$ cat config.mk
export PLATFORM = sky130hd
export DESIGN_NAME = cpu6_maindec
export DESIGN_NICKNAME = d
export VERILOG_FILES = /design/src/cpu6_pkg.sv /design/src/cpu6_maindec.sv /design/src/cpu6_control_table.sv /design/src/cpu6_instr_match.sv
export SDC_FILE = /design/constraint.sdc
export NUM_CORES = 1
export LEC_CHECK = 0
export ABC_AREA = 1
export BUFFER_PORTS_ARGS = -buffer_cell sky130_fd_sc_hd__buf_4
export CAP_MARGIN = 20
export CELL_PAD_IN_SITES_DETAIL_PLACEMENT = 0
export CELL_PAD_IN_SITES_GLOBAL_PLACEMENT = 2
export CORE_AREA = 8 8 87 89
export DETAILED_ROUTE_END_ITERATION = 10
export DIE_AREA = 0 0 95 97
export PLACE_DENSITY = 0.84
export SKIP_LAST_GASP = 1
export SYNTH_ARGS = -nofsm -noshare
export SYNTH_HDL_FRONTEND = slang
export SYNTH_SLANG_ARGS = --single-unit
$ cat constraint.sdc
create_clock -name clk -period 2.25 [get_ports clk]
set_input_delay 0.45 -clock clk [delete_from_list [all_inputs] [get_ports clk]]
set_output_delay 0.45 -clock clk [all_outputs]
set_load 0.02 [all_outputs]
$ cat src/cpu6_pkg.sv
package cpu6_pkg;

   // isa field widths
   localparam int OPCODE_W  = 7;
   localparam int FUNCT3_W  = 3;
   localparam int FUNCT7_W  = 7;
   localparam int REG_IDX_W = 5;

   typedef logic [OPCODE_W-1:0]  opcode_t;
   typedef logic [FUNCT3_W-1:0]  funct3_t;
   typedef logic [FUNCT7_W-1:0]  funct7_t;
   typedef logic [REG_IDX_W-1:0] reg_idx_t;

   // base rv32 instruction layout, msb first
   typedef struct packed {
      funct7_t  funct7;  // [31:25]
      reg_idx_t rs2;     // [24:20]
      reg_idx_t rs1;     // [19:15]
      funct3_t  funct3;  // [14:12]
      reg_idx_t rd;      // [11:7]
      opcode_t  opcode;  // [6:0]
   } rv32_instr_t;

   // major opcodes
   localparam opcode_t OP_LOAD   = 7'b0000011;
   localparam opcode_t OP_STORE  = 7'b0100011;
   localparam opcode_t OP_IMM    = 7'b0010011;
   localparam opcode_t OP_REG    = 7'b0110011;
   localparam opcode_t OP_BRANCH = 7'b1100011;
   localparam opcode_t OP_JALR   = 7'b1100111;
   localparam opcode_t OP_SYSTEM = 7'b1110011;
   localparam opcode_t OP_LUI    = 7'b0110111;
   localparam opcode_t OP_AUIPC  = 7'b0010111;

   // funct3 selectors
   localparam funct3_t F3_ADD    = 3'd0;  // add and sub share it
   localparam funct3_t F3_AND    = 3'd7;
   localparam funct3_t F3_ADDI   = 3'd0;
   localparam funct3_t F3_ORI    = 3'd6;
   localparam funct3_t F3_ANDI   = 3'd7;
   localparam funct3_t F3_BEQ    = 3'd0;
   localparam funct3_t F3_BNE    = 3'd1;
   localparam funct3_t F3_JALR   = 3'd0;
   localparam funct3_t F3_PRIV   = 3'd0;  // mret lives here
   localparam funct3_t F3_CSRRW  = 3'd1;
   localparam funct3_t F3_CSRRS  = 3'd2;
   localparam funct3_t F3_CSRRC  = 3'd3;
   localparam funct3_t F3_CSRRWI = 3'd5;
   localparam funct3_t F3_CSRRSI = 3'd6;
   localparam funct3_t F3_CSRRCI = 3'd7;

   // funct7 selectors
   localparam funct7_t F7_BASE = 7'd0;
   localparam funct7_t F7_ALT  = 7'd32;  // sub
   localparam funct7_t F7_MRET = 7'd24;  // 0011000

   // supported instructions, one code each
   typedef enum logic [4:0] {
      INSTR_ILLEGAL = 5'd0,
      INSTR_LW,
      INSTR_SW,
      INSTR_ADDI,
      INSTR_ANDI,
      INSTR_ORI,
      INSTR_ADD,
      INSTR_SUB,
      INSTR_AND,
      INSTR_BEQ,
      INSTR_BNE,
      INSTR_JALR,
      INSTR_CSRRW,
      INSTR_CSRRS,
      INSTR_CSRRC,
      INSTR_CSRRWI,
      INSTR_CSRRSI,
      INSTR_CSRRCI,
      INSTR_MRET,
      INSTR_LUI,
      INSTR_AUIPC
   } instr_kind_e;

   typedef enum logic [2:0] {
      BR_BEQ  = 3'd0,
      BR_BNE  = 3'd1,
      BR_NONE = 3'd2  // nonzero, bubble must set it
   } branch_type_e;

   typedef enum logic [1:0] {
      ALUOP_LWSWJALR = 2'd0,  // address add
      ALUOP_BRANCH   = 2'd1,  // compare
      ALUOP_ARITH    = 2'd2   // funct3/funct7 decide
   } alu_op_e;

   typedef enum logic [2:0] {
      IMM_R = 3'd0,  // no immediate
      IMM_I = 3'd1,
      IMM_S = 3'd2,
      IMM_B = 3'd3,
      IMM_U = 3'd4
   } imm_type_e;

   typedef enum logic [1:0] {
      CSR_NONE = 2'd0,
      CSR_W    = 2'd1,  // write
      CSR_S    = 2'd2,  // set bits
      CSR_C    = 2'd3   // clear bits
   } csr_wsc_e;

   typedef enum logic {
      ALUSRC_RS2 = 1'b0,
      ALUSRC_IMM = 1'b1
   } alu_src_e;

   // 20 bit decode control word, lui at the msb
   typedef struct packed {
      logic         lui;
      logic         auipc;
      logic         mret;
      logic         csr;       // csr access enable
      logic         csr_uimm;  // rs1 field used as uimm
      csr_wsc_e     csr_wsc;
      logic         memtoreg;
      logic         memwrite;
      branch_type_e branchtype;
      alu_src_e     alusrc;
      logic         regwrite;
      logic         jump;
      alu_op_e      aluop;
      imm_type_e    immtype;
   } maindec_ctrl_t;

   // flush / idle word: no side effects at all
   localparam maindec_ctrl_t CTRL_BUBBLE = '{
      lui:        1'b0,
      auipc:      1'b0,
      mret:       1'b0,
      csr:        1'b0,
      csr_uimm:   1'b0,
      csr_wsc:    CSR_NONE,
      memtoreg:   1'b0,
      memwrite:   1'b0,
      branchtype: BR_NONE,
      alusrc:     ALUSRC_RS2,
      regwrite:   1'b0,
      jump:       1'b0,
      aluop:      ALUOP_LWSWJALR,
      immtype:    IMM_R
   };

endpackage
$ cat src/cpu6_maindec.sv
`timescale 1ns/1ns

// main decode stage: field match, then the registered control word
module cpu6_maindec (
   input  logic                    clk,
   input  logic                    rst_n,
   input  cpu6_pkg::rv32_instr_t   instr,
   input  logic                    instr_valid,
   output cpu6_pkg::maindec_ctrl_t ctrl,
   output logic                    illinstr,
   output logic                    ctrl_valid
);

   cpu6_pkg::instr_kind_e kind;  // combinational, same cycle as instr

   // rd, rs1 and rs2 are not needed here
   cpu6_instr_match i_match (
      .opcode (instr.opcode),
      .funct3 (instr.funct3),
      .funct7 (instr.funct7),
      .kind   (kind)
   );

   cpu6_control_table i_table (
      .clk         (clk),
      .rst_n       (rst_n),
      .kind        (kind),
      .instr_valid (instr_valid),
      .ctrl        (ctrl),        // one cycle after capture
      .illinstr    (illinstr),
      .ctrl_valid  (ctrl_valid)
   );

endmodule

$ cat src/cpu6_control_table.sv
`timescale 1ns/1ns

module cpu6_control_table (
   input  logic                   clk,
   input  logic                   rst_n,
   input  cpu6_pkg::instr_kind_e  kind,
   input  logic                   instr_valid,
   output cpu6_pkg::maindec_ctrl_t ctrl,
   output logic                   illinstr,
   output logic                   ctrl_valid
);

   cpu6_pkg::maindec_ctrl_t ctrl_d;     // decoded word before the register
   logic                    illegal_d;  // kind not supported

   // start from the bubble, set only what the kind needs
   always_comb begin
      ctrl_d    = cpu6_pkg::CTRL_BUBBLE;
      illegal_d = 1'b0;
      case (kind)
         cpu6_pkg::INSTR_LW: begin
            ctrl_d.memtoreg = 1'b1;
            ctrl_d.regwrite = 1'b1;
            ctrl_d.alusrc   = cpu6_pkg::ALUSRC_IMM;
            ctrl_d.aluop    = cpu6_pkg::ALUOP_LWSWJALR;  // base + offset
            ctrl_d.immtype  = cpu6_pkg::IMM_I;
         end
         cpu6_pkg::INSTR_SW: begin
            ctrl_d.memwrite = 1'b1;
            ctrl_d.alusrc   = cpu6_pkg::ALUSRC_IMM;
            ctrl_d.aluop    = cpu6_pkg::ALUOP_LWSWJALR;
            ctrl_d.immtype  = cpu6_pkg::IMM_S;  // split immediate
         end
         cpu6_pkg::INSTR_ADDI, cpu6_pkg::INSTR_ANDI, cpu6_pkg::INSTR_ORI: begin
            ctrl_d.regwrite = 1'b1;
            ctrl_d.alusrc   = cpu6_pkg::ALUSRC_IMM;
            ctrl_d.aluop    = cpu6_pkg::ALUOP_ARITH;  // alu decoder uses funct3
            ctrl_d.immtype  = cpu6_pkg::IMM_I;
         end
         cpu6_pkg::INSTR_ADD, cpu6_pkg::INSTR_SUB, cpu6_pkg::INSTR_AND: begin
            ctrl_d.regwrite = 1'b1;
            ctrl_d.alusrc   = cpu6_pkg::ALUSRC_RS2;
            ctrl_d.aluop    = cpu6_pkg::ALUOP_ARITH;
            ctrl_d.immtype  = cpu6_pkg::IMM_R;  // no imm
         end
         cpu6_pkg::INSTR_BEQ, cpu6_pkg::INSTR_BNE: begin
            ctrl_d.branchtype = (kind == cpu6_pkg::INSTR_BEQ) ? cpu6_pkg::BR_BEQ
                                                              : cpu6_pkg::BR_BNE;
            ctrl_d.alusrc     = cpu6_pkg::ALUSRC_RS2;  // rs1 vs rs2
            ctrl_d.aluop      = cpu6_pkg::ALUOP_BRANCH;
            ctrl_d.immtype    = cpu6_pkg::IMM_B;
         end
         cpu6_pkg::INSTR_JALR: begin
            ctrl_d.regwrite = 1'b1;  // link address
            ctrl_d.jump     = 1'b1;
            ctrl_d.alusrc   = cpu6_pkg::ALUSRC_IMM;
            ctrl_d.aluop    = cpu6_pkg::ALUOP_LWSWJALR;  // target = rs1 + imm
            ctrl_d.immtype  = cpu6_pkg::IMM_I;
         end
         cpu6_pkg::INSTR_CSRRW, cpu6_pkg::INSTR_CSRRS, cpu6_pkg::INSTR_CSRRC,
         cpu6_pkg::INSTR_CSRRWI, cpu6_pkg::INSTR_CSRRSI, cpu6_pkg::INSTR_CSRRCI: begin
            ctrl_d.csr      = 1'b1;
            ctrl_d.regwrite = 1'b1;  // old csr value to rd
            ctrl_d.alusrc   = cpu6_pkg::ALUSRC_IMM;
            ctrl_d.immtype  = cpu6_pkg::IMM_I;  // csr address in imm12
            ctrl_d.csr_uimm = kind inside {cpu6_pkg::INSTR_CSRRWI, cpu6_pkg::INSTR_CSRRSI,
                                           cpu6_pkg::INSTR_CSRRCI};
            if (kind == cpu6_pkg::INSTR_CSRRW || kind == cpu6_pkg::INSTR_CSRRWI) begin
               ctrl_d.csr_wsc = cpu6_pkg::CSR_W;
            end else if (kind == cpu6_pkg::INSTR_CSRRS || kind == cpu6_pkg::INSTR_CSRRSI) begin
               ctrl_d.csr_wsc = cpu6_pkg::CSR_S;
            end else begin
               ctrl_d.csr_wsc = cpu6_pkg::CSR_C;
            end
         end
         cpu6_pkg::INSTR_MRET: begin
            ctrl_d.mret    = 1'b1;  // pc from mepc, nothing written
            ctrl_d.alusrc  = cpu6_pkg::ALUSRC_IMM;
            ctrl_d.immtype = cpu6_pkg::IMM_I;
         end
         cpu6_pkg::INSTR_LUI, cpu6_pkg::INSTR_AUIPC: begin
            ctrl_d.lui      = (kind == cpu6_pkg::INSTR_LUI);
            ctrl_d.auipc    = (kind == cpu6_pkg::INSTR_AUIPC);
            ctrl_d.regwrite = 1'b1;
            ctrl_d.alusrc   = cpu6_pkg::ALUSRC_IMM;
            ctrl_d.aluop    = cpu6_pkg::ALUOP_LWSWJALR;
            ctrl_d.immtype  = cpu6_pkg::IMM_U;  // upper 20 bits
         end
         default: begin
            illegal_d = 1'b1;  // word stays the bubble
         end
      endcase
   end

   // decode pipeline register, idle cycles load the bubble
   always_ff @(posedge clk) begin
      if (!rst_n) begin
         ctrl       <= cpu6_pkg::CTRL_BUBBLE;
         illinstr   <= 1'b0;
         ctrl_valid <= 1'b0;
      end else begin
         ctrl       <= instr_valid ? ctrl_d : cpu6_pkg::CTRL_BUBBLE;
         illinstr   <= instr_valid & illegal_d;  // only flagged for a real fetch
         ctrl_valid <= instr_valid;
      end
   end

endmodule

$ cat src/cpu6_instr_match.sv
`timescale 1ns/1ns

module cpu6_instr_match (
   input  cpu6_pkg::opcode_t     opcode,
   input  cpu6_pkg::funct3_t     funct3,
   input  cpu6_pkg::funct7_t     funct7,
   output cpu6_pkg::instr_kind_e kind
);

   always_comb begin
      kind = cpu6_pkg::INSTR_ILLEGAL;  // anything unmatched
      case (opcode)
         cpu6_pkg::OP_LOAD:  kind = cpu6_pkg::INSTR_LW;  // funct3 not checked
         cpu6_pkg::OP_STORE: kind = cpu6_pkg::INSTR_SW;  // funct3 not checked
         cpu6_pkg::OP_LUI:   kind = cpu6_pkg::INSTR_LUI;
         cpu6_pkg::OP_AUIPC: kind = cpu6_pkg::INSTR_AUIPC;
         cpu6_pkg::OP_IMM: begin
            case (funct3)  // funct7 ignored for immediates
               cpu6_pkg::F3_ADDI: kind = cpu6_pkg::INSTR_ADDI;
               cpu6_pkg::F3_ORI:  kind = cpu6_pkg::INSTR_ORI;
               cpu6_pkg::F3_ANDI: kind = cpu6_pkg::INSTR_ANDI;
               default:           kind = cpu6_pkg::INSTR_ILLEGAL;  // shifts, slti, xori
            endcase
         end
         cpu6_pkg::OP_REG: begin
            if (funct3 == cpu6_pkg::F3_ADD && funct7 == cpu6_pkg::F7_BASE) begin
               kind = cpu6_pkg::INSTR_ADD;
            end else if (funct3 == cpu6_pkg::F3_ADD && funct7 == cpu6_pkg::F7_ALT) begin
               kind = cpu6_pkg::INSTR_SUB;
            end else if (funct3 == cpu6_pkg::F3_AND && funct7 == cpu6_pkg::F7_BASE) begin
               kind = cpu6_pkg::INSTR_AND;
            end  // or, xor, slt, shifts stay illegal
         end
         cpu6_pkg::OP_BRANCH: begin
            case (funct3)
               cpu6_pkg::F3_BEQ: kind = cpu6_pkg::INSTR_BEQ;
               cpu6_pkg::F3_BNE: kind = cpu6_pkg::INSTR_BNE;
               default:          kind = cpu6_pkg::INSTR_ILLEGAL;  // blt, bge and friends
            endcase
         end
         cpu6_pkg::OP_JALR: begin
            if (funct3 == cpu6_pkg::F3_JALR) begin
               kind = cpu6_pkg::INSTR_JALR;
            end
         end
         cpu6_pkg::OP_SYSTEM: begin
            // funct3 picks the csr flavour, 0 is the privileged group
            case (funct3)
               cpu6_pkg::F3_PRIV: begin
                  if (funct7 == cpu6_pkg::F7_MRET) begin
                     kind = cpu6_pkg::INSTR_MRET;  // ecall/ebreak not supported
                  end
               end
               cpu6_pkg::F3_CSRRW:  kind = cpu6_pkg::INSTR_CSRRW;
               cpu6_pkg::F3_CSRRS:  kind = cpu6_pkg::INSTR_CSRRS;
               cpu6_pkg::F3_CSRRC:  kind = cpu6_pkg::INSTR_CSRRC;
               cpu6_pkg::F3_CSRRWI: kind = cpu6_pkg::INSTR_CSRRWI;
               cpu6_pkg::F3_CSRRSI: kind = cpu6_pkg::INSTR_CSRRSI;
               cpu6_pkg::F3_CSRRCI: kind = cpu6_pkg::INSTR_CSRRCI;
               default:             kind = cpu6_pkg::INSTR_ILLEGAL;  // funct3 = 4
            endcase
         end
         default: kind = cpu6_pkg::INSTR_ILLEGAL;  // jal, fence, custom
      endcase
   end

endmodule

After elaboration in Yosys (flattened, before gate mapping):

Index checks and enable logic that the tools add are counted.

* equal/unequal tests: 37
* muxes and demuxes: 22
* bitwise logic cells: 4
* reduce and logical (&&, ||, !) cells: 21

Operator list (number)
* 5-bit case mux with 9 select lines: 1
* 5-bit by 4-bit == test with 1-bit output, second input constant: 8
* 5-bit case mux with 7 select lines: 1
* 7-bit by 6-bit == test with 1-bit output, second input constant: 4
* 5-bit == test, second input constant: 5
* 7-bit by 5-bit == test with 1-bit output, second input constant: 3
* 7-bit == test, second input constant: 3
* 5-bit by 3-bit == test with 1-bit output, second input constant: 4
* 20-bit OR reduction: 1
* 16-bit OR reduction: 1
* 5-bit 2-to-1 mux: 3
* 15-bit OR reduction: 1
* 4-bit 2-to-1 mux: 3
* 3-bit case mux with 4 select lines: 1
* 12-bit OR reduction: 1
* 6-bit OR reduction: 2
* 5-bit by 2-bit == test with 1-bit output, second input constant: 2
* 3-bit == test, second input constant: 3
* 1-bit 2-to-1 mux: 9
* 3-bit case mux with 3 select lines: 1
* 3-bit AND reduction: 3
* 4-bit case mux with 2 select lines: 1
* 7-bit by 2-bit == test with 1-bit output, second input constant: 1
* 7-bit zero test: 1
* 14 further kinds: 21

* register bits after elaboration: 22
* bits of input ports: 35
* output and inout bits: 22
* word-level logic and storage cells: 101

Longest topological paths before layout:

Gate-level depths: netlist (run 1).

* depth after elaboration: 11
* gate-level depth with buffers: 15
* mapped depth without buffers: 15

Cells and area by module:

A second synthesis (run 1) with hierarchy kept.

* cell total of the unflattened synthesis: 239
* area total of the unflattened synthesis: 1443.9 µm²

By module, submodules not included
* cpu6_control_table: instances 1, cells an instance 140, area each 974.7 µm², seq. area each 420.4 µm²
* cpu6_instr_match: instances 1, cells an instance 99, area each 469.2 µm², seq. area each 0.0 µm²

Least setup slack after synthesis (run 1):

No wires, ideal clock.

* path kind: input port to flip-flop
* start: input instr[13] in the netlist's numbering
* end: register, netlist name i_table.ctrl[0]
* setup time: 0.128 ns
* data arrival time: 1.589 ns
* data required time: 2.122 ns
* slack: 0.533 ns
* stages on the path: 14
* path buffers: 0
* path through: inv_1 nand2_4 nor2_4 nand3_1 nand2_1 nand2_1 nand3_1 nor2_2 nand3_1 inv_1 nor2_2 nand2_1 nor2_1 nor2_1

* word-level cells in the longest chain between the ends: 9
* elaborated cells on any way between the ends: 39
* those cells by class: eq/ne: 23; mux: 9; reduce/logical: 7

RTL lines
* start, declared: line cpu6_maindec.sv:7 `input cpu6_pkg::rv32_instr_t instr,`
* 3-bit == test: line cpu6_instr_match.sv:18, cpu6_instr_match.sv:30, cpu6_instr_match.sv:48
* 1-bit logical AND: line cpu6_instr_match.sv:30 `end else if (funct3 == cpu6_pkg::F3_AND && funct7 == cpu6_pkg::F7_BASE) begin`
* 4-bit 2-to-1 mux: line cpu6_instr_match.sv:30
* 5-bit 2-to-1 mux: line cpu6_instr_match.sv:28 `end else if (funct3 == cpu6_pkg::F3_ADD && funct7 == cpu6_pkg::F7_ALT) begin`
* 5-bit 2-to-1 mux: line cpu6_instr_match.sv:26 `if (funct3 == cpu6_pkg::F3_ADD && funct7 == cpu6_pkg::F7_BASE) begin`
* 5-bit case mux with 9 select lines *: line cpu6_instr_match.sv:12 `case (opcode)`
* 5-bit by 1-bit == test with 1-bit output, or another cell as far along: line cpu6_control_table.sv:20 `case (kind)`
* 12-bit OR reduction (no line), or another cell as far along
* 3-bit case mux with 4 select lines *: line cpu6_control_table.sv:20

Mark *: on every way between the ends. The rest lies on a longest branch, timed or not.
A chain may end at the register's enable or synchronous reset.

Worst setup path in the final report (run 1):

* start: input instr[1] in the netlist's numbering
* end: register, netlist name i_table.ctrl[0]

* word-level cells in the longest chain between the ends: 5
* elaborated cells on any way between the ends: 31
* those cells by class: eq/ne: 26; mux: 2; reduce/logical: 3

RTL lines (line)
* 7-bit == test, or another cell as far along: cpu6_instr_match.sv:12
* 5-bit case mux with 9 select lines *: cpu6_instr_match.sv:12
* 5-bit by 1-bit == test with 1-bit output, or another cell as far along: cpu6_control_table.sv:20
* 12-bit OR reduction (no line), or another cell as far along
* 3-bit case mux with 4 select lines *: cpu6_control_table.sv:20

Marks and branches as above.

==> results of run 1 <==
[stage by stage]
stage	cell area (um2)	utilization [%]
after floorplan	1360	-
after detailed placement	1760	28.4
after global routing	1810	29.2
final	1810	29.2
after global placement	1760	28.4
after CTS	1810	29.2
[critical path, stage by stage]
cell,delay [ps]
buf_4,110
nand2_2,90
inv_1,70
nand2_2,110
nor2_1,100
nor2_1,140
nand3_1,110
nor2_1,120
nand2_2,100
nand3_1,140
nand2_1,100
nor2_2,120
nand2_1,60
nor2_1,100
nor2_1,40
[sequential cells by signal, summed over array words and instances (netlist names)]
name,flops
i_table.ctrl_valid,1
i_table.illinstr,1
i_table.ctrl,19
[area by class of cell]
cell class,count,area share [%]
inverters,35,7.26
repair buffers,42,17.4
clock buffers,3,2.28
flip-flops and latches,21,23.2
well taps,77,5.32
clock inverters,1,0.276
multi-input cells,167,44.2
[cell families (layout without fill, tap and decap cells)]
logic type,count (synthesis),count (layout),share of synthesized area (%)
buffers and inverters,37,81,10.5
and+or+nand+nor,160,160,56.2
other,1,1,0.275
DFF,21,21,30.8
AOI/OAI and AO/OA,6,6,2.20
[cell usage after synthesis (all sizes together)]
master / n / area (um2)
inv: 35 / 131
buf: 2 / 11.3
and2: 1 / 8.76
nor3b: 1 / 7.51
nand4: 4 / 25.0
nand3: 33 / 190
conb: 1 / 3.75
o21ai: 3 / 15.0
and3: 1 / 6.26
nand2: 59 / 259
a21oi: 3 / 15.0
nand3b: 1 / 7.51
dfxtp: 21 / 420
nor2: 60 / 263
[placed cells by master, fill, tap and decap left out, types with 2 or more instances in the layout]
| master | Yosys | layout |
|---|---|---|
| nor2_1 | 51 | 51 |
| clkbuf_8 | 0 | 3 |
| nand4_1 | 4 | 4 |
| nand3_1 | 28 | 28 |
| buf_4 | 1 | 42 |
| nand2_4 | 3 | 3 |
| nor2_4 | 3 | 3 |
| nand3_2 | 5 | 5 |
| dfxtp_1 | 21 | 21 |
| nand2_1 | 50 | 50 |
| o21ai_0 | 2 | 2 |
| inv_1 | 32 | 32 |
| inv_2 | 3 | 3 |
| nor2_2 | 6 | 6 |
| nand2_2 | 6 | 6 |
| a21oi_1 | 3 | 3 |
[power groups by stage]
stage / logic, mW / clock network (mW) / registers [mW]
2_1_floorplan: 0.0555 / 0 / 0.388
3_3_place_gp: 0.108 / 0 / 0.384
3_5_place_dp: 0.109 / 0 / 0.384
4_1_cts: 0.109 / 0.243 / 0.375
5_1_grt: 0.122 / 0.252 / 0.375
6_report: 0.108 / 0.233 / 0.375
[layer usage]
layer | part of all wire (%) | global-route usage (%) | vias to the layer above
li1 | - | - | 778
met1 | 48 | 9.88 | 614
met2 | 46 | 13.9 | 33
met3 | 5.3 | 1.55 | 4
met4 | 0.97 | 2.16 | 0
met5 | 0 | 0 | -
[worst paths after layout]
kind | to | from
max | i_table.ctrl[0]$_SDFF_PN0_ | instr[1]
min | i_table.ctrl[12]$_SDFF_PN0_ | instr[4]
==> impl_metrics.csv, run 1 <==
group,metric,value,unit
pwr,combPwrFrac,15.0,%
grt,antenna_found_initial,0,
pwr,power,0.716,mW
setup_path,cp_max_fo,5,
drt,avgRoutedWirePerCell,10.7,um
place,dp_cells,342,
clock_tree,cts.sinks,21,
place,pre_cts_ws,135,ps
setup_path,cp_data_arrival_time,1970,ps
drt,drt_iter0_markers,80,
drt,routed_wl,3710,um
clock_tree,cts_root_buf,"clkbuf_8",
worst_hold_path,min_path_cells,4,
clock_tree,hold_buffers,0,
sta,fmax,0.545,GHz
grt,grt_pass1_vias,1385,
grt,grt_start_max_net_pins,15,
clock_tree,clk_path_buf_depth,2,
final_layout,regArea,420,um2
synthesis,ys_types,22,
pwr,power.internal,0.541,mW
synthesis,synth_area,0.00136,mm2
synthesis,ys_seq_area_share,30.8,%
place,dp_hpwl,3220,um
clock_tree,cts-resized-gates,0,
sta,holdWs,557,ps
grt,grt_pass1_wl,6190,um
final_layout,n_fill_cell,721,
clock_tree,numCtsBuffers,3,
sta,period_needed,1840,ps
sta,hold_viol_final,0,
final_layout,fin_nets,305,
final_layout,multi_input_area,801,um2
drt,drt_first_pass_iters,4,
synthesis,syn_inst,225,
drt,vias,1429,
pwr,p_leak,1.06,nW
sta,rsz0062_at_grt,"false",
final_layout,insertedDiodeCount,0,
setup_path,cp-end-kind,"register",
setup_path,critPathKind,"in2reg",
place,port_buffers,40,
clock_tree,tritoncts,"done",
sta,slew_viol_final,0,
sta,setup_viol,0,
setup_path,startpoint_type,"input port",
drt,final_antenna_net_count,0,
final_layout,area_growth,32.8,%
floorplanning,die_x,95,um
floorplanning,die_h,97,um
final_layout,layoutNonFillerInstCount,346,
grt,grt-ovfl-total,0,
clock_tree,clk_pin_slew,70,ps
pwr,p_sw_share,24.4,%
drt,drc,0,
floorplanning,rows,29,
pwr,power_frac_seq,52.4,%
synthesis,yosysWarnings,0,
floorplanning,start_util,22.0,%
place,place_congestion,0.829,
sta,tns,0,ps
synthesis,synth_nets,260,
pwr,ir_drop,0.180,mV
sta,finalWorstSetupSlack,414,ps
pwr,switchingPower,0.175,mW
pwr,clockPowerShare,32.6,%
synthesis,synth-seq-cells,21,
clock_tree,htree_levels,1,
clock_tree,cts_setup_buffers,0,
pwr,cellPowerDensity,396,mW/mm2
drt,viasPerCell,4.13,
run_status,status,"finished, final reports clean",
final_layout,drive_above_1_share,27.1,%
grt,track_usage,8.09,%
flow_run,drv_cap,0,
floorplanning,pin_count,57,
setup_path,required,2380,ps
worst_hold_path,hold_path_class,"in2reg",
floorplanning,die_area,0.00922,mm2
floorplanning,core_area,0.00620,mm2
synthesis,syn_avg_cell_area,6.06,um2
sta,period_share,81.6,%
No activity file was read; power rests on OpenSTA's default activity.
==> run 2, diff against run 1 <==
- ABC_AREA: 1 -> 0
- CORE_AREA: 8 8 87 89 -> 8 8 80 82
- DIE_AREA: 0 0 95 97 -> 0 0 88 90
- clock period: 2.25 -> 1.7 ns (I/O delays scaled with it)
==> impl_metrics.csv, run 2 <==
group,metric,value,unit
pwr,p_leak,0.993,nW
final_layout,top_regs,"i_table.ctrl (19), i_table.ctrl_valid (1), i_table.illinstr (1)",
final_layout,final_area,0.00212,mm2
synthesis,synth_nets,183,
final_layout,final_core_util,40.5,%
grt,track_usage,10.2,%
grt,antenna_found_initial,0,
pwr,cellPowerDensity,482,mW/mm2
clock_tree,cts.sinks,21,
grt,grt-ovfl-total,0,
floorplanning,die_x,88,um
synthesis,yosys-top-cells-area,"dfxtp_1 35%, nand2_1 5.7%, nor2_1 5.3%",
floorplanning,rows,27,
setup_path,slowest_delay,590,ps
synthesis,synth_top_area_share,35.2,%
worst_hold_path,hold_path_class,"in2reg",
final_layout,fin_nets,270,
clock_tree,htree_levels,1,
setup_path,slowest_stage,"or4_4",
sta,fmax,0.518,GHz
synthesis,yosysMostFrequentCell,"dfxtp_1",
clock_tree,tritoncts,"done",
drt,drc,0,
synthesis,yosysWarnings,0,
setup_path,path_cells,"buf_4 > or4_4 > nor4_4 > nand2b_4 > a21oi_2 > nor3b_2 > a211o_1 > a31oi_1",
floorplanning,start_util,22.8,%
drt,drt_first_pass_iters,4,
sta,slew_viol_final,0,
drt,vias,1384,
floorplanning,die_h,90,um
setup_path,startpoint_type,"input port",
grt,grt_pass1_wl,6560,um
flow_run,drv_cap,0,
run_status,status,"finished with violations",
pwr,ir_drop,0.209,mV
floorplanning,core_area,0.00524,mm2
synthesis,synth_flop_cell,"dfxtp_1",
clock_tree,cts_root_buf,"clkbuf_8",
synthesis,ys_types,54,
sta,hold_viol_final,0,
setup_path,cp_data_arrival_time,2100,ps
setup_path,cp_max_fo,6,
synthesis,synth-async-reset-ratio,0,%
drt,avgRoutedWirePerCell,13.2,um
sta,period_share,114,%
synthesis,synth_commonest_cells,"21 x dfxtp_1, 18 x nand2_1, 17 x nor2_1",
synthesis,synth_area,0.00119,mm2
clock_tree,numCtsBuffers,3,
synthesis,ys_seq_area_share,35.2,%
drt,routed_wl,4040,um
synthesis,synth_top_area_cell,"dfxtp_1",
sta,holdWs,393,ps
sta,rsz0062_at_grt,"true",
final_layout,largest_register_ffs,19,
setup_path,cp-end-kind,"register",
run_status,violations,"negative setup slack",
synthesis,syn_avg_cell_area,8.07,um2
final_layout,n_fill_cell,547,
floorplanning,pin_count,57,
final_layout,area_growth,77.7,%
floorplanning,die_area,0.00792,mm2
setup_path,critPathKind,"in2reg",
final_layout,insertedDiodeCount,0,
drt,final_antenna_net_count,0,
sta,tns,-1720,ps
clock_tree,clk_pin_slew,70,ps
drt,viasPerCell,4.52,
final_layout,largest_register,"i_table.ctrl",
sta,period_needed,1930,ps
grt,grt_pass1_vias,1440,
synthesis,synth-seq-cells,21,
sta,setup_viol,11,
final_layout,final_cell_mix,"85 x buf_4, 21 x dfxtp_1, 17 x nand2_1",
final_layout,drive_above_1_share,53.0,%
synthesis,syn_inst,148,
drt,drt_iter0_markers,57,
place,place_congestion,0.849,
place,dp_hpwl,3310,um
place,dpl_cell_area,0.00192,mm2
clock_tree,clk_path_buf_depth,2,
synthesis,synth-edff-count,0,
final_layout,final_common_cell,"buf_4",
setup_path,required,1870,ps
grt,grt_start_max_net_pins,12,
place,port_buffers,40,
sta,finalWorstSetupSlack,-231,ps
run 2: cell count changes after synthesis, sizes merged, moves of 3 or more:
cell	delta
or3	+3
nand4	-4
o31ai	+3
nand2	-41
inv	-30
clkbuf	+4
nor2	-42
a21oi	+3
nor4	+4
nor3	+6
and3	+3
or2	+4
nand3	-27
run 2: layer usage:
metal / GRT usage [%] / wire, um / up-vias / share of wire, %
met4: 6.31 / 143 / 0 / 3.5
met5: 0 / 0 / - / 0
met2: 17.3 / 1940 / 46 / 48
li1: - / - / 708 / -
met3: 1.64 / 194 / 12 / 4.8
met1: 11.5 / 1760 / 618 / 44
run 2: final timing paths:
path              slack [ps]  cells past startpoint         from                         end
setup / recovery        -230                      8    instr[31]  i_table.ctrl[7]$_SDFF_PN0_
hold / removal           390                      3  instr_valid  i_table.ctrl[2]$_SDFF_PN0_
run 2: where the power goes:
part,switching [mW],internal [mW],leakage [nW]
sequential,0.00104,0.496,0.170
clock,0.150,0.166,0.0228
combinational,0.0994,0.110,0.801
run 2: kinds of logic after synthesis:
group / count (synthesis) / share of synthesized area (%)
other: 1 / 0.314
AOI/OAI and AO/OA: 30 / 18.3
xor gates and xnor gates: 3 / 2.20
muxes: 1 / 1.26
and+or+nand+nor: 79 / 37.5
DFF: 21 / 35.2
buffers and inverters: 13 / 5.23
run 2: layout make-up:
cell class	count	area [um2]	share of cell area, %
clock buffer	4	45.0	2.12
tap	72	90.1	4.24
multi-input combinational	114	851	40.1
timing repair buffer	90	698	32.9
inverter	5	18.8	0.884
sequential	21	420	19.8
run 2: stage by stage:
| step | setup slack (ps) | std cells | total power [mW] |
|---|---|---|---|
| finish | -231 | 306 | 1.02 |
| global route | -291 | 306 | 1.07 |
| CTS | -203 | 304 | 1.03 |
| detailed placement | -576 | 299 | 0.700 |
| global placement | -626 | 299 | 0.698 |
| floorplan | -362 | 148 | 0.595 |
run 2: repair_timing:
item                                    CTS  global route
buffers inserted                          1             2
endpoints found under the setup margin   11            11
pin swaps                                10             9
gates resized for setup                  17            10
hold buffers                              0             0
run 2: worst max-delay path, delay by kind of cell:
family	cells	cell delay (ps)
AND/OR/NAND/NOR	4	1170
buffers and inverters	1	110
AO/OA/AOI/OAI	3	480
==> run 3, diff against run 2 <==
- clock period: 1.7 -> 1.8 ns (I/O delays scaled with it)
==> impl_metrics.csv, run 3 (same netlist as run 2, synthesis figures left out) <==
group,metric,value,unit
grt,track_usage,10.1,%
final_layout,multi_input_area,917,um2
floorplanning,die_area,0.00792,mm2
final_layout,fin_nets,271,
setup_path,crit_family,"compound AO/OA/AOI/OAI gates",
sta,rsz0062_at_grt,"true",
grt,grt_start_max_net_pins,12,
final_layout,final_common_cell,"buf_4",
setup_path,startpoint_type,"input port",
setup_path,crit_cells,8,
sta,hold_viol_final,0,
setup_path,required,1980,ps
grt,antenna_found_initial,0,
grt,grt_pass1_vias,1453,
floorplanning,rows,27,
setup_path,slowest_stage,"or3_4",
sta,period_needed,1970,ps
final_layout,largest_register_ffs,19,
place,dp_hpwl,3340,um
clock_tree,htree_levels,1,
floorplanning,die_h,90,um
place,dpl_cell_area,0.00192,mm2
place,place_congestion,0.848,
drt,final_antenna_net_count,0,
run_status,violations,"negative setup slack",
setup_path,crit_path_start,"instr[12]",
final_layout,final_core_util,42.3,%
final_layout,drive_above_1_share,55.7,%
worst_hold_path,hold_path_class,"in2reg",
setup_path,cp_max_fo,6,
clock_tree,numCtsBuffers,3,
sta,setup_viol,10,
grt,grt-ovfl-total,0,
clock_tree,tritoncts,"done",
final_layout,area_growth,85.4,%
sta,holdWs,421,ps
setup_path,cp_num_buf_inv,1,
final_layout,n_fill_cell,550,
floorplanning,start_util,22.8,%
final_layout,largest_register,"i_table.ctrl",
setup_path,worstSetupEndpoint,"i_table.ctrl[6]$_SDFF_PN0_",
final_layout,final_cell_mix,"81 x buf_4, 21 x dfxtp_1, 16 x nor2_1",
drt,drt_iter0_markers,33,
sta,fmax,0.508,GHz
sta,period_share,109,%
clock_tree,cts.sinks,21,
final_layout,insertedDiodeCount,0,
setup_path,path_cells,"buf_8 > or3_4 > o211a_1 > o32a_1 > nor2_4 > or2_4 > o2111ai_4 > a41oi_2",
setup_path,slowest_delay,430,ps
final_layout,regArea,420,um2
run_status,status,"finished with violations",
final_layout,layoutNonFillerInstCount,307,
drt,routed_wl,4020,um
clock_tree,clk_pin_slew,70,ps
setup_path,critPathKind,"in2reg",
setup_path,cp_data_arrival_time,2150,ps
pwr,p_leak,1.03,nW
flow_run,drv_cap,0,
final_layout,final_area,0.00222,mm2
drt,viasPerCell,4.50,
pwr,ir_drop,0.172,mV
floorplanning,core_area,0.00524,mm2
drt,drc,0,
clock_tree,cts_root_buf,"clkbuf_8",
sta,slew_viol_final,0,
pwr,cellPowerDensity,441,mW/mm2
setup_path,cp-end-kind,"register",
sta,finalWorstSetupSlack,-169,ps
place,port_buffers,40,
clock_tree,clk_path_buf_depth,2,
final_layout,top_regs,"i_table.ctrl (19), i_table.ctrl_valid (1), i_table.illinstr (1)",
floorplanning,pin_count,57,
drt,vias,1383,
drt,drt_first_pass_iters,4,
drt,avgRoutedWirePerCell,13.1,um
place,dp_cells,299,
floorplanning,die_x,88,um
grt,grt_pass1_wl,6550,um
run 3: cell count changes in the layout (fill, tap and decap cells not counted), sizes merged:
cell	before	now
buf	90	91
run 3: repair_timing:
action / CTS / global route
gates cloned: 0 / 0
resized for setup: 17 / 27
setup buffers: 2 / 2
hold endpoints to repair: 0 / 0
endpoints found under the setup margin: 11 / 11
pin swaps: 11 / 13
hold buffers: 0 / 0
run 3: how the worst min path moves through the flow:
stage                            from                     endpoint  slack, ps  cells past startpoint
after floorplan             instr[30]   i_table.ctrl[4]$_SDFF_PN0_        580                      2
after detailed placement  instr_valid   i_table.ctrl[2]$_SDFF_PN0_        700                      3
after global placement    instr_valid   i_table.ctrl[2]$_SDFF_PN0_        700                      3
after global routing         instr[5]  i_table.ctrl[18]$_SDFF_PN0_        450                      3
final                     instr_valid   i_table.ctrl[2]$_SDFF_PN0_        420                      3
after CTS                 instr_valid   i_table.ctrl[2]$_SDFF_PN0_        430                      3
run 3: where the power goes:
part | total, mW | switching, mW | internal, mW | leakage [nW]
Clock | 0.301 | 0.144 | 0.157 | 0.0228
Combinational | 0.207 | 0.0973 | 0.109 | 0.839
Sequential | 0.469 | 0.000961 | 0.468 | 0.170
Total | 0.977 | 0.242 | 0.735 | 1.03
run 3: layout make-up:
type	instances	area share, %
repair buffers	91	32.7
clock buffers	4	2.03
well taps	72	4.07
multi-input cells	114	41.4
flip-flops and latches	21	19.0
inverters	5	0.847
run 3: through the flow:
stage | power (mW) | setup WS [ps] | TNS (ps)
after CTS | 0.972 | -134 | -684
after detailed placement | 0.661 | -485 | -4750
after global routing | 1.02 | -217 | -1770
final | 0.977 | -169 | -1070
after floorplan | 0.562 | -282 | -2460
after global placement | 0.660 | -546 | -5020
run 3: layer usage:
layer | routed length, um | up-vias | global-route usage (%)
met4 | 66 | 0 | 4.30
met2 | 2000 | 30 | 18.0
met1 | 1820 | 641 | 11.7
li1 | - | 707 | -
met5 | 0 | - | 0
met3 | 132 | 5 | 1.18
